$ cat config.mk
export PLATFORM = sky130hd
export DESIGN_NAME = dnn_accel_top
export DESIGN_NICKNAME = d
export VERILOG_FILES = /design/src/hdl/dnn_ctrl_pkg.sv /design/src/hdl/dnn_types_pkg.sv /design/src/hdl/tile_cfg_if.sv /design/src/hdl/dnn_accel_top.sv /design/src/hdl/pe_dot_array.sv /design/src/hdl/tile_buffer.sv /design/src/hdl/data_fetch_ctrl.sv /design/src/hdl/ctrl_regs.sv
export VERILOG_INCLUDE_DIRS = /design/src /design/src/hdl
export SDC_FILE = /design/constraint.sdc
export NUM_CORES = 2
export LEC_CHECK = 0
export CAP_MARGIN = 30
export CORE_ASPECT_RATIO = 1.1
export CORE_MARGIN = 2
export CORE_UTILIZATION = 34
export DETAILED_ROUTE_END_ITERATION = 8
export DONT_BUFFER_PORTS = 1
export PLACE_DENSITY = 0.59
export SLEW_MARGIN = 5
export SYNTH_ARGS = -nofsm -noshare
export SYNTH_HDL_FRONTEND = slang
export SYNTH_SLANG_ARGS = --single-unit
$ cat constraint.sdc
create_clock -name clk -period 9.8 [get_ports clk]
set_input_delay 0 -clock clk [delete_from_list [all_inputs] [get_ports clk]]
set_output_delay 0 -clock clk [all_outputs]
set_load 0.01 [all_outputs]
$ cat src/hdl/dnn_defines.svh
`ifndef DNN_DEFINES_SVH
`define DNN_DEFINES_SVH

// Data path widths
`define DNN_WORD_W      64
`define DNN_LANES       8
`define DNN_LANE_W      8
`define DNN_MEM_ADDR_W  32
`define DNN_ACC_W       32

// Words per tile buffer
`define DNN_BUF_DEPTH   16

// Host register map
`define DNN_REG_ADDR_W      3
`define DNN_REG_CTRL        3'd0
`define DNN_REG_WGHT_BASE   3'd1
`define DNN_REG_IFMAP_BASE  3'd2
`define DNN_REG_LEN         3'd3
`define DNN_REG_STATUS      3'd4
`define DNN_REG_RESULT      3'd5

`endif
$ cat src/hdl/dnn_ctrl_pkg.sv
`include "dnn_defines.svh"

package dnn_ctrl_pkg;

  // Host register offset
  typedef logic [`DNN_REG_ADDR_W-1:0] reg_addr_t;

  // Fetch sequencer
  // REQ holds mem_req high, RELEASE waits for ack to fall
  typedef enum logic [1:0] {
    FETCH_IDLE,
    FETCH_REQ,
    FETCH_RELEASE,
    FETCH_DONE
  } fetch_state_t;

  // PE issue sequencer
  typedef enum logic [1:0] {
    PE_IDLE,
    PE_RUN,
    PE_DRAIN
  } pe_state_t;

endpackage

$ cat src/hdl/dnn_types_pkg.sv
`include "dnn_defines.svh"

package dnn_types_pkg;

  // One memory word, eight packed lanes
  typedef logic [`DNN_WORD_W-1:0] word_t;

  // Signed operand of one lane
  typedef logic signed [`DNN_LANE_W-1:0] lane_t;

  // Full product of two lanes
  typedef logic signed [2*`DNN_LANE_W-1:0] prod_t;

  // Running dot product
  typedef logic signed [`DNN_ACC_W-1:0] acc_t;

  // External memory word address
  typedef logic [`DNN_MEM_ADDR_W-1:0] mem_addr_t;

  // Index into a tile buffer
  typedef logic [$clog2(`DNN_BUF_DEPTH)-1:0] buf_addr_t;

  // Word count 1..DEPTH, one bit wider than the index
  typedef logic [$clog2(`DNN_BUF_DEPTH):0] tile_len_t;

endpackage

$ cat src/hdl/tile_cfg_if.sv
`timescale 1ns/100ps

interface tile_cfg_if
  import dnn_types_pkg::*;
();

  // Tile setup, static while busy
  mem_addr_t wght_base;
  mem_addr_t ifmap_base;
  tile_len_t len;
  logic      relu_en;

  // Job events, one cycle each
  logic      start;
  logic      fetch_done;

  // Register file owns the setup
  modport regs (output wght_base, ifmap_base, len, relu_en, start);

  // Fetcher consumes setup, reports buffers full
  modport fetch (input wght_base, ifmap_base, len, start, output fetch_done);

  // PE only needs length and output mode
  modport pe (input len, relu_en, fetch_done);

endinterface

$ cat src/hdl/dnn_accel_top.sv
`timescale 1ns/100ps

module dnn_accel_top
  import dnn_types_pkg::*;
  import dnn_ctrl_pkg::*;
(
  input  logic      clk,
  input  logic      reset,
  input  logic      reg_wr,
  input  logic      reg_rd,
  input  reg_addr_t reg_addr,
  input  word_t     reg_wdata,
  output word_t     reg_rdata,
  output logic      mem_req,
  output mem_addr_t mem_addr,
  input  logic      mem_ack,
  input  word_t     mem_rdata
);

  // PE to register file
  logic      pe_finish;
  acc_t      pe_result;
  // Fetch dispatch to buffers
  logic      buf_wr_wght;
  logic      buf_wr_ifmap;
  buf_addr_t buf_wr_addr;
  word_t     buf_wr_data;
  // Shared read index, both buffers in lockstep
  buf_addr_t pe_rd_addr;
  word_t     ifmap_rd_data;
  word_t     wght_rd_data;

  tile_cfg_if cfg_if ();

  ctrl_regs u_ctrl_regs (
    .clk       (clk),
    .reset     (reset),
    .reg_wr    (reg_wr),
    .reg_rd    (reg_rd),
    .reg_addr  (reg_addr),
    .reg_wdata (reg_wdata),
    .reg_rdata (reg_rdata),
    .cfg       (cfg_if.regs),
    .pe_finish (pe_finish),
    .pe_result (pe_result)
  );

  data_fetch_ctrl u_fetch (
    .clk          (clk),
    .reset        (reset),
    .cfg          (cfg_if.fetch),
    .mem_req      (mem_req),
    .mem_addr     (mem_addr),
    .mem_ack      (mem_ack),
    .mem_rdata    (mem_rdata),
    .buf_wr_wght  (buf_wr_wght),
    .buf_wr_ifmap (buf_wr_ifmap),
    .buf_wr_addr  (buf_wr_addr),
    .buf_wr_data  (buf_wr_data)
  );

  tile_buffer ifmap_buf (
    .clk     (clk),
    .wr_en   (buf_wr_ifmap),
    .wr_addr (buf_wr_addr),
    .wr_data (buf_wr_data),
    .rd_addr (pe_rd_addr),
    .rd_data (ifmap_rd_data)
  );

  tile_buffer wght_buf (
    .clk     (clk),
    .wr_en   (buf_wr_wght),
    .wr_addr (buf_wr_addr),
    .wr_data (buf_wr_data),
    .rd_addr (pe_rd_addr),
    .rd_data (wght_rd_data)
  );

  pe_dot_array u_pe (
    .clk        (clk),
    .reset      (reset),
    .cfg        (cfg_if.pe),
    .rd_addr    (pe_rd_addr),
    .ifmap_data (ifmap_rd_data),
    .wght_data  (wght_rd_data),
    .finish     (pe_finish),
    .result     (pe_result)
  );

endmodule

$ cat src/hdl/pe_dot_array.sv
`timescale 1ns/100ps
`include "dnn_defines.svh"

module pe_dot_array
  import dnn_types_pkg::*;
  import dnn_ctrl_pkg::*;
(
  input  logic      clk,
  input  logic      reset,
  tile_cfg_if.pe    cfg,
  output buf_addr_t rd_addr,
  input  word_t     ifmap_data,
  input  word_t     wght_data,
  output logic      finish,
  output acc_t      result
);

  pe_state_t state;
  logic      issue_vld;
  logic      issue_last;
  logic      rd_vld;
  logic      rd_last;
  logic      prod_vld;
  logic      prod_last;
  logic      acc_last;
  prod_t     prod_d [`DNN_LANES];
  prod_t     prod_q [`DNN_LANES];
  acc_t      sum_l1 [`DNN_LANES/2];
  acc_t      sum_l2 [`DNN_LANES/4];
  acc_t      tree_sum;
  acc_t      acc;

  // One buffer index per cycle while running
  assign issue_vld  = (state == PE_RUN);
  assign issue_last = issue_vld && ({1'b0, rd_addr} == cfg.len - tile_len_t'(1));

  ////////////////////////////////////////
  // Issue FSM and valid pipeline
  ////////////////////////////////////////
  always_ff @(posedge clk) begin
    if (reset) begin
      state     <= PE_IDLE;
      rd_addr   <= '0;
      rd_vld    <= 1'b0;
      rd_last   <= 1'b0;
      prod_vld  <= 1'b0;
      prod_last <= 1'b0;
      acc_last  <= 1'b0;
      finish    <= 1'b0;
    end else begin
      // Stage 1 buffer read, stage 2 products, stage 3 accumulate
      rd_vld    <= issue_vld;
      rd_last   <= issue_last;
      prod_vld  <= rd_vld;
      prod_last <= rd_last;
      acc_last  <= prod_last;
      finish    <= acc_last;
      case (state)
        PE_IDLE: begin
          if (cfg.fetch_done) begin
            rd_addr <= '0;
            state   <= PE_RUN;
          end
        end
        PE_RUN: begin
          if (issue_last) begin
            state <= PE_DRAIN;
          end else begin
            rd_addr <= rd_addr + 1'b1;
          end
        end
        // Wait for the final sum to land
        PE_DRAIN: begin
          if (acc_last) begin
            state <= PE_IDLE;
          end
        end
        default: state <= PE_IDLE;
      endcase
    end
  end

  // Signed lane products
  always_comb begin
    for (int i = 0; i < `DNN_LANES; i++) begin
      prod_d[i] = lane_t'(ifmap_data[i*`DNN_LANE_W +: `DNN_LANE_W])
                * lane_t'(wght_data[i*`DNN_LANE_W +: `DNN_LANE_W]);
    end
  end

  // Three-level adder tree for eight lanes
  always_comb begin
    for (int i = 0; i < `DNN_LANES/2; i++) begin
      sum_l1[i] = acc_t'(prod_q[2*i]) + acc_t'(prod_q[2*i+1]);
    end
    for (int i = 0; i < `DNN_LANES/4; i++) begin
      sum_l2[i] = sum_l1[2*i] + sum_l1[2*i+1];
    end
    tree_sum = sum_l2[0] + sum_l2[1];
  end

  ////////////////////////////////////////
  // Data pipeline
  ////////////////////////////////////////
  always_ff @(posedge clk) begin
    if (rd_vld) begin
      prod_q <= prod_d;
    end
    // Fresh sum per job
    if (state == PE_IDLE && cfg.fetch_done) begin
      acc <= '0;
    end else if (prod_vld) begin
      acc <= acc + tree_sum;
    end
    // ReLU clamps negatives
    if (acc_last) begin
      result <= (cfg.relu_en && acc[`DNN_ACC_W-1]) ? '0 : acc;
    end
  end

endmodule

$ cat src/hdl/tile_buffer.sv
`timescale 1ns/100ps
`include "dnn_defines.svh"

module tile_buffer
  import dnn_types_pkg::*;
(
  input  logic      clk,
  input  logic      wr_en,
  input  buf_addr_t wr_addr,
  input  word_t     wr_data,
  input  buf_addr_t rd_addr,
  output word_t     rd_data
);

  // Simple dual port, maps onto block RAM
  word_t mem [0:`DNN_BUF_DEPTH-1];

  always_ff @(posedge clk) begin
    if (wr_en) begin
      mem[wr_addr] <= wr_data;
    end
  end

  // Registered read, one cycle latency
  always_ff @(posedge clk) begin
    rd_data <= mem[rd_addr];
  end

endmodule

$ cat src/hdl/data_fetch_ctrl.sv
`timescale 1ns/100ps

module data_fetch_ctrl
  import dnn_types_pkg::*;
  import dnn_ctrl_pkg::*;
(
  input  logic      clk,
  input  logic      reset,
  tile_cfg_if.fetch cfg,
  output logic      mem_req,
  output mem_addr_t mem_addr,
  input  logic      mem_ack,
  input  word_t     mem_rdata,
  output logic      buf_wr_wght,
  output logic      buf_wr_ifmap,
  output buf_addr_t buf_wr_addr,
  output word_t     buf_wr_data
);

  fetch_state_t state;
  // Low for weight region, high for ifmap region
  logic         ifmap_phase;
  buf_addr_t    word_idx;
  logic         last_word;

  // Last word of the current region
  assign last_word = ({1'b0, word_idx} == cfg.len - tile_len_t'(1));

  ////////////////////////////////////////
  // Four-phase sequencer
  ////////////////////////////////////////
  always_ff @(posedge clk) begin
    if (reset) begin
      state          <= FETCH_IDLE;
      mem_req        <= 1'b0;
      ifmap_phase    <= 1'b0;
      word_idx       <= '0;
      buf_wr_wght    <= 1'b0;
      buf_wr_ifmap   <= 1'b0;
      cfg.fetch_done <= 1'b0;
    end else begin
      buf_wr_wght    <= 1'b0;
      buf_wr_ifmap   <= 1'b0;
      cfg.fetch_done <= 1'b0;
      case (state)
        FETCH_IDLE: begin
          // Ack is already low here
          if (cfg.start) begin
            ifmap_phase <= 1'b0;
            word_idx    <= '0;
            mem_req     <= 1'b1;
            state       <= FETCH_REQ;
          end
        end
        FETCH_REQ: begin
          // Capture and drop req on the same edge
          if (mem_ack) begin
            mem_req      <= 1'b0;
            buf_wr_wght  <= !ifmap_phase;
            buf_wr_ifmap <= ifmap_phase;
            state        <= (ifmap_phase && last_word) ? FETCH_DONE : FETCH_RELEASE;
          end
        end
        FETCH_RELEASE: begin
          // Next request only after ack falls
          if (!mem_ack) begin
            if (last_word) begin
              ifmap_phase <= 1'b1;
              word_idx    <= '0;
            end else begin
              word_idx <= word_idx + 1'b1;
            end
            mem_req <= 1'b1;
            state   <= FETCH_REQ;
          end
        end
        FETCH_DONE: begin
          // Pulse once, the cycle the last word is written
          cfg.fetch_done <= buf_wr_ifmap;
          if (!mem_ack) begin
            state <= FETCH_IDLE;
          end
        end
        default: state <= FETCH_IDLE;
      endcase
    end
  end

  // Address walk and captured word
  always_ff @(posedge clk) begin
    case (state)
      FETCH_IDLE: begin
        if (cfg.start) begin
          mem_addr <= cfg.wght_base;
        end
      end
      FETCH_REQ: begin
        if (mem_ack) begin
          buf_wr_addr <= word_idx;
          buf_wr_data <= mem_rdata;
        end
      end
      FETCH_RELEASE: begin
        // Weight region ends, jump to ifmap base
        if (!mem_ack) begin
          mem_addr <= last_word ? cfg.ifmap_base : mem_addr + 1'b1;
        end
      end
      default: ;
    endcase
  end

endmodule

$ cat src/hdl/ctrl_regs.sv
`timescale 1ns/100ps
`include "dnn_defines.svh"

module ctrl_regs
  import dnn_types_pkg::*;
  import dnn_ctrl_pkg::*;
(
  input  logic      clk,
  input  logic      reset,
  input  logic      reg_wr,
  input  logic      reg_rd,
  input  reg_addr_t reg_addr,
  input  word_t     reg_wdata,
  output word_t     reg_rdata,
  tile_cfg_if.regs  cfg,
  input  logic      pe_finish,
  input  acc_t      pe_result
);

  logic  busy;
  logic  done;
  acc_t  result_q;
  logic  cfg_wr;
  logic  go_acc;
  word_t rd_mux;

  // Setup frozen while a job runs
  assign cfg_wr = reg_wr && !busy;
  // Go bit is self clearing
  assign go_acc = cfg_wr && (reg_addr == `DNN_REG_CTRL) && reg_wdata[0];

  ////////////////////////////////////////
  // Configuration
  ////////////////////////////////////////
  always_ff @(posedge clk) begin
    if (reset) begin
      cfg.wght_base  <= '0;
      cfg.ifmap_base <= '0;
      cfg.len        <= tile_len_t'(1);
      cfg.relu_en    <= 1'b0;
    end else if (cfg_wr) begin
      case (reg_addr)
        `DNN_REG_CTRL:       cfg.relu_en    <= reg_wdata[1];
        `DNN_REG_WGHT_BASE:  cfg.wght_base  <= reg_wdata[`DNN_MEM_ADDR_W-1:0];
        `DNN_REG_IFMAP_BASE: cfg.ifmap_base <= reg_wdata[`DNN_MEM_ADDR_W-1:0];
        // Only 1..DEPTH is meaningful
        `DNN_REG_LEN:        cfg.len        <= reg_wdata[$bits(tile_len_t)-1:0];
        default: ;
      endcase
    end
  end

  ////////////////////////////////////////
  // Job status
  ////////////////////////////////////////
  always_ff @(posedge clk) begin
    if (reset) begin
      cfg.start <= 1'b0;
      busy      <= 1'b0;
      done      <= 1'b0;
      result_q  <= '0;
    end else begin
      cfg.start <= go_acc;
      if (go_acc) begin
        busy <= 1'b1;
        done <= 1'b0;
      end else if (pe_finish) begin
        // Finish only arrives during a job
        busy     <= 1'b0;
        done     <= 1'b1;
        result_q <= pe_result;
      end
    end
  end

  // Read mux, unused offsets return zero
  always_comb begin
    rd_mux = '0;
    case (reg_addr)
      `DNN_REG_CTRL:       rd_mux[1] = cfg.relu_en;
      `DNN_REG_WGHT_BASE:  rd_mux[`DNN_MEM_ADDR_W-1:0] = cfg.wght_base;
      `DNN_REG_IFMAP_BASE: rd_mux[`DNN_MEM_ADDR_W-1:0] = cfg.ifmap_base;
      `DNN_REG_LEN:        rd_mux[$bits(tile_len_t)-1:0] = cfg.len;
      `DNN_REG_STATUS:     rd_mux[1:0] = {done, busy};
      // Sign extend sum to full word
      `DNN_REG_RESULT: begin
        rd_mux = {{(`DNN_WORD_W-`DNN_ACC_W){result_q[`DNN_ACC_W-1]}}, result_q};
      end
      default: ;
    endcase
  end

  // Read data lands one cycle later and holds
  always_ff @(posedge clk) begin
    if (reset) begin
      reg_rdata <= '0;
    end else if (reg_rd) begin
      reg_rdata <= rd_mux;
    end
  end

endmodule

==> metrics.cfg <==
[run_status]
status=finished, final reports clean

[final_layout]
fin_nets=8701
seqCellArea_sq_um=75800
multi_input_area_sq_um=42200
drive_gt1_frac=0.155
syn_to_final_growth_pct=15.2
n_fill_cell=32200

[floorplanning]
die_area_sq_um=361000
ios=233
design.core.area_sq_um=356000
start_util=0.341
die_h_um=630
rows=230
die_w_um=573

[drt]
remaining_drc_errors=0
wl_met3_um=17400
wl_per_cell_um=23.3
vias=63600
met2_length_um=147000
firstDrtPassIters=9
met1_length_um=124000
drtAntennaViolNets=0
top_layer=met5
wirelength_um=296000
drt_iter0_drc=5357
routed_via_density=5.02

[pwr]
irDropWorstVdd_mv=0.159
leakage_uw=0.0472
power_frac_comb=0.079
clock_power_share=0.425
pwr-share-seq=0.496
cellPowerDensity_nw_per_um2=176
p_sw_frac=0.228
p_sw_uw=5630
power_uw=24600
p_int_uw=19000

[worst_setup_path]
required_ns=10.53
crit_path_end_kind=flip-flop
crit_arrival_ns=7.93
crit_type=flip-flop to flip-flop
cp-start-kind=flip-flop
cp_max_fo=16

[synth]
synth-async-reset-ratio=0
synth_edf_count=2308
ys_ff_latch=2629
synth_top_area_frac=0.572
syn_nets=8310
synth.largest_area_cell=edfxtp_1
synth_most_common_cell=edfxtp_1
synth-seq-area-share=0.625
synth_commonest_cells=edfxtp_1, inv_1, mux4_2
syn_inst=7306
synth-main-ff-cell=edfxtp_1
netlist_area_sq_um=121000
ys_warn_count=0
yosys-top-cells-area=edfxtp_1, mux4_2, fa_1
syn_avg_cell_area_sq_um=16.6
synth_cell_types=71

[clocking]
clk_latency_ns=0.92
postCtsResizedCells=0
path_clk_slew_ns=0.06
cts_tree=yes
numCtsBuffers=279
ctsHoldBuffers=252
root_buffer=clkbuf_16
clockBufferDepth=4
htreeDepth=5
post-cts-setup-buffers=0
clock-sinks=2629

[sta]
setup_viol=0
slew_violations=0
slew_headroom=0.212
min_period_ns=7.20
setup_tns_ns=0
skew_ns=0.0574
tightest_slew_ns=1.18
post-route-period-util=0.734
rsz0062_at_grt=no
max_clock_freq_ghz=0.139
finalHoldViolCount=0

[global_route]
grt_pass1_vias=66400
grt_use_total=0.162
grt_max_degree=160
grt_pass1_wl_um=440000
grt_antenna_before_repair=15
grt_overflow=0

[placement]
io_buffers=0
place_congestion=0.844
hpwl_um=181000

[run]
cap_violations=0

[min_path]
hold_path.class=input pin to flip-flop

-- final cells by class --
cell class	count	share of cell area
Tap cell	4756	0.0426
Antenna cell	5	0.0000896
Inverter	645	0.0173
Clock buffer	371	0.0548
Sequential cell	2629	0.542
Clock inverter	129	0.00978
Timing Repair Buffer	387	0.0313
Multi-Input combinational cell	3755	0.302
-- power groups by stage --
| stage | clock [uW] | combinational [uW] | sequential (uW) |
|---|---|---|---|
| 2_1_floorplan | 0 | 1470 | 12400 |
| 6_report | 10500 | 1940 | 12200 |
| 3_5_place_dp | 0 | 1810 | 12500 |
| 5_1_grt | 11100 | 2170 | 12200 |
| 4_1_cts | 10700 | 1940 | 12200 |
| 3_3_place_gp | 0 | 1800 | 12500 |
-- flip-flops by register name, indices dropped and copies added, names as in the netlist, 2 cells and up --
name / cells
u_pe.rd_addr: 4
u_pe.result: 32
u_ctrl_regs.cfg.ifmap_base: 32
u_fetch.state: 2
u_fetch.buf_wr_addr: 4
wght_buf.mem: 1024
u_ctrl_regs.reg_rdata: 33
u_fetch.word_idx: 4
u_pe.prod_q: 128
u_ctrl_regs.cfg.wght_base: 32
u_ctrl_regs.cfg.len: 5
wght_buf.rd_data: 64
u_ctrl_regs.result_q: 32
u_fetch.buf_wr_data: 64
u_pe.state: 2
u_fetch.mem_addr: 32
ifmap_buf.rd_data: 64
ifmap_buf.mem: 1024
u_pe.acc: 32
-- layout by cell type, fill, tap and decap left out, drive strengths merged, types with 249 or more instances in the layout --
cell / count
a21oi: 273
and2: 338
clkbuf: 371
dfxtp: 321
dlygate4sd3: 249
edfxtp: 2308
fa: 536
ha: 332
inv: 659
mux4: 629
nand2: 481
nor2: 267
-- stage by stage --
stage	instances	setup slack [ns]	instance area [sq um]	utilization	hold WS, ns
5_1_grt	12700	2.23	140000	0.392	0.0999
4_1_cts	12600	2.55	139000	0.390	0.00151
2_1_floorplan	7306	3.69	121000	-	0.0989
3_3_place_gp	11900	2.71	127000	0.357	0.0875
6_report	12700	2.60	140000	0.392	0.116
3_5_place_dp	11900	2.70	127000	0.357	0.0828
-- layer usage --
| metal | vias to the layer above | track usage |
|---|---|---|
| met5 | - | 0 |
| met4 | 6 | 0.0423 |
| met3 | 397 | 0.0232 |
| met2 | 1791 | 0.277 |
| met1 | 33700 | 0.216 |
| li1 | 27700 | - |
-- path summary, 6_finish.rpt --
check / end / cells after the start / startpoint / slack, ns
worst min-delay path: u_ctrl_regs.reg_rdata[31]$_SDFFE_PP0P_ / 5 / reg_addr[2] / 0.12
worst max-delay path: u_pe.acc[31]$_SDFFE_PP0P_ / 25 / u_pe.prod_q[16]$_DFFE_PP_ / 2.60
worst min register to register: u_pe.prod_last$_SDFF_PP0_ / 1 / u_pe.rd_last$_SDFF_PP0_ / 0.41
worst max register to register: u_pe.acc[31]$_SDFFE_PP0P_ / 25 / u_pe.prod_q[16]$_DFFE_PP_ / 2.60
-- kinds of logic after synthesis --
group / synth area share
mux: 0.122
fa+ha+maj: 0.123
buf+inv: 0.0298
flops: 0.625
simple gates: 0.0529
compound gates: 0.0301
xor+xnor: 0.0174
-- critical path, cell delays in order, from the launching register on --
cell	delay, ns
edfxtp_1	0.37
ha_1	0.21
inv_1	0.09
fa_1	0.21
nor2b_1	0.07
o31a_1	0.27
o211ai_1	0.21
a21oi_1	0.11
a2111oi_2	0.44
o21bai_1	0.17
a21oi_1	0.28
o31a_2	0.55
fa_1	0.55
fa_1	0.56
fa_1	0.45
ha_1	0.38
and4_1	0.26
and4_1	0.23
nand3_1	0.09
or3b_1	0.38
o221ai_2	0.22
a31oi_1	0.16
xnor2_1	0.22
xnor3_1	0.26
xnor2_1	0.16
a21oi_1	0.08
Power figures use the tool's default switching activity.
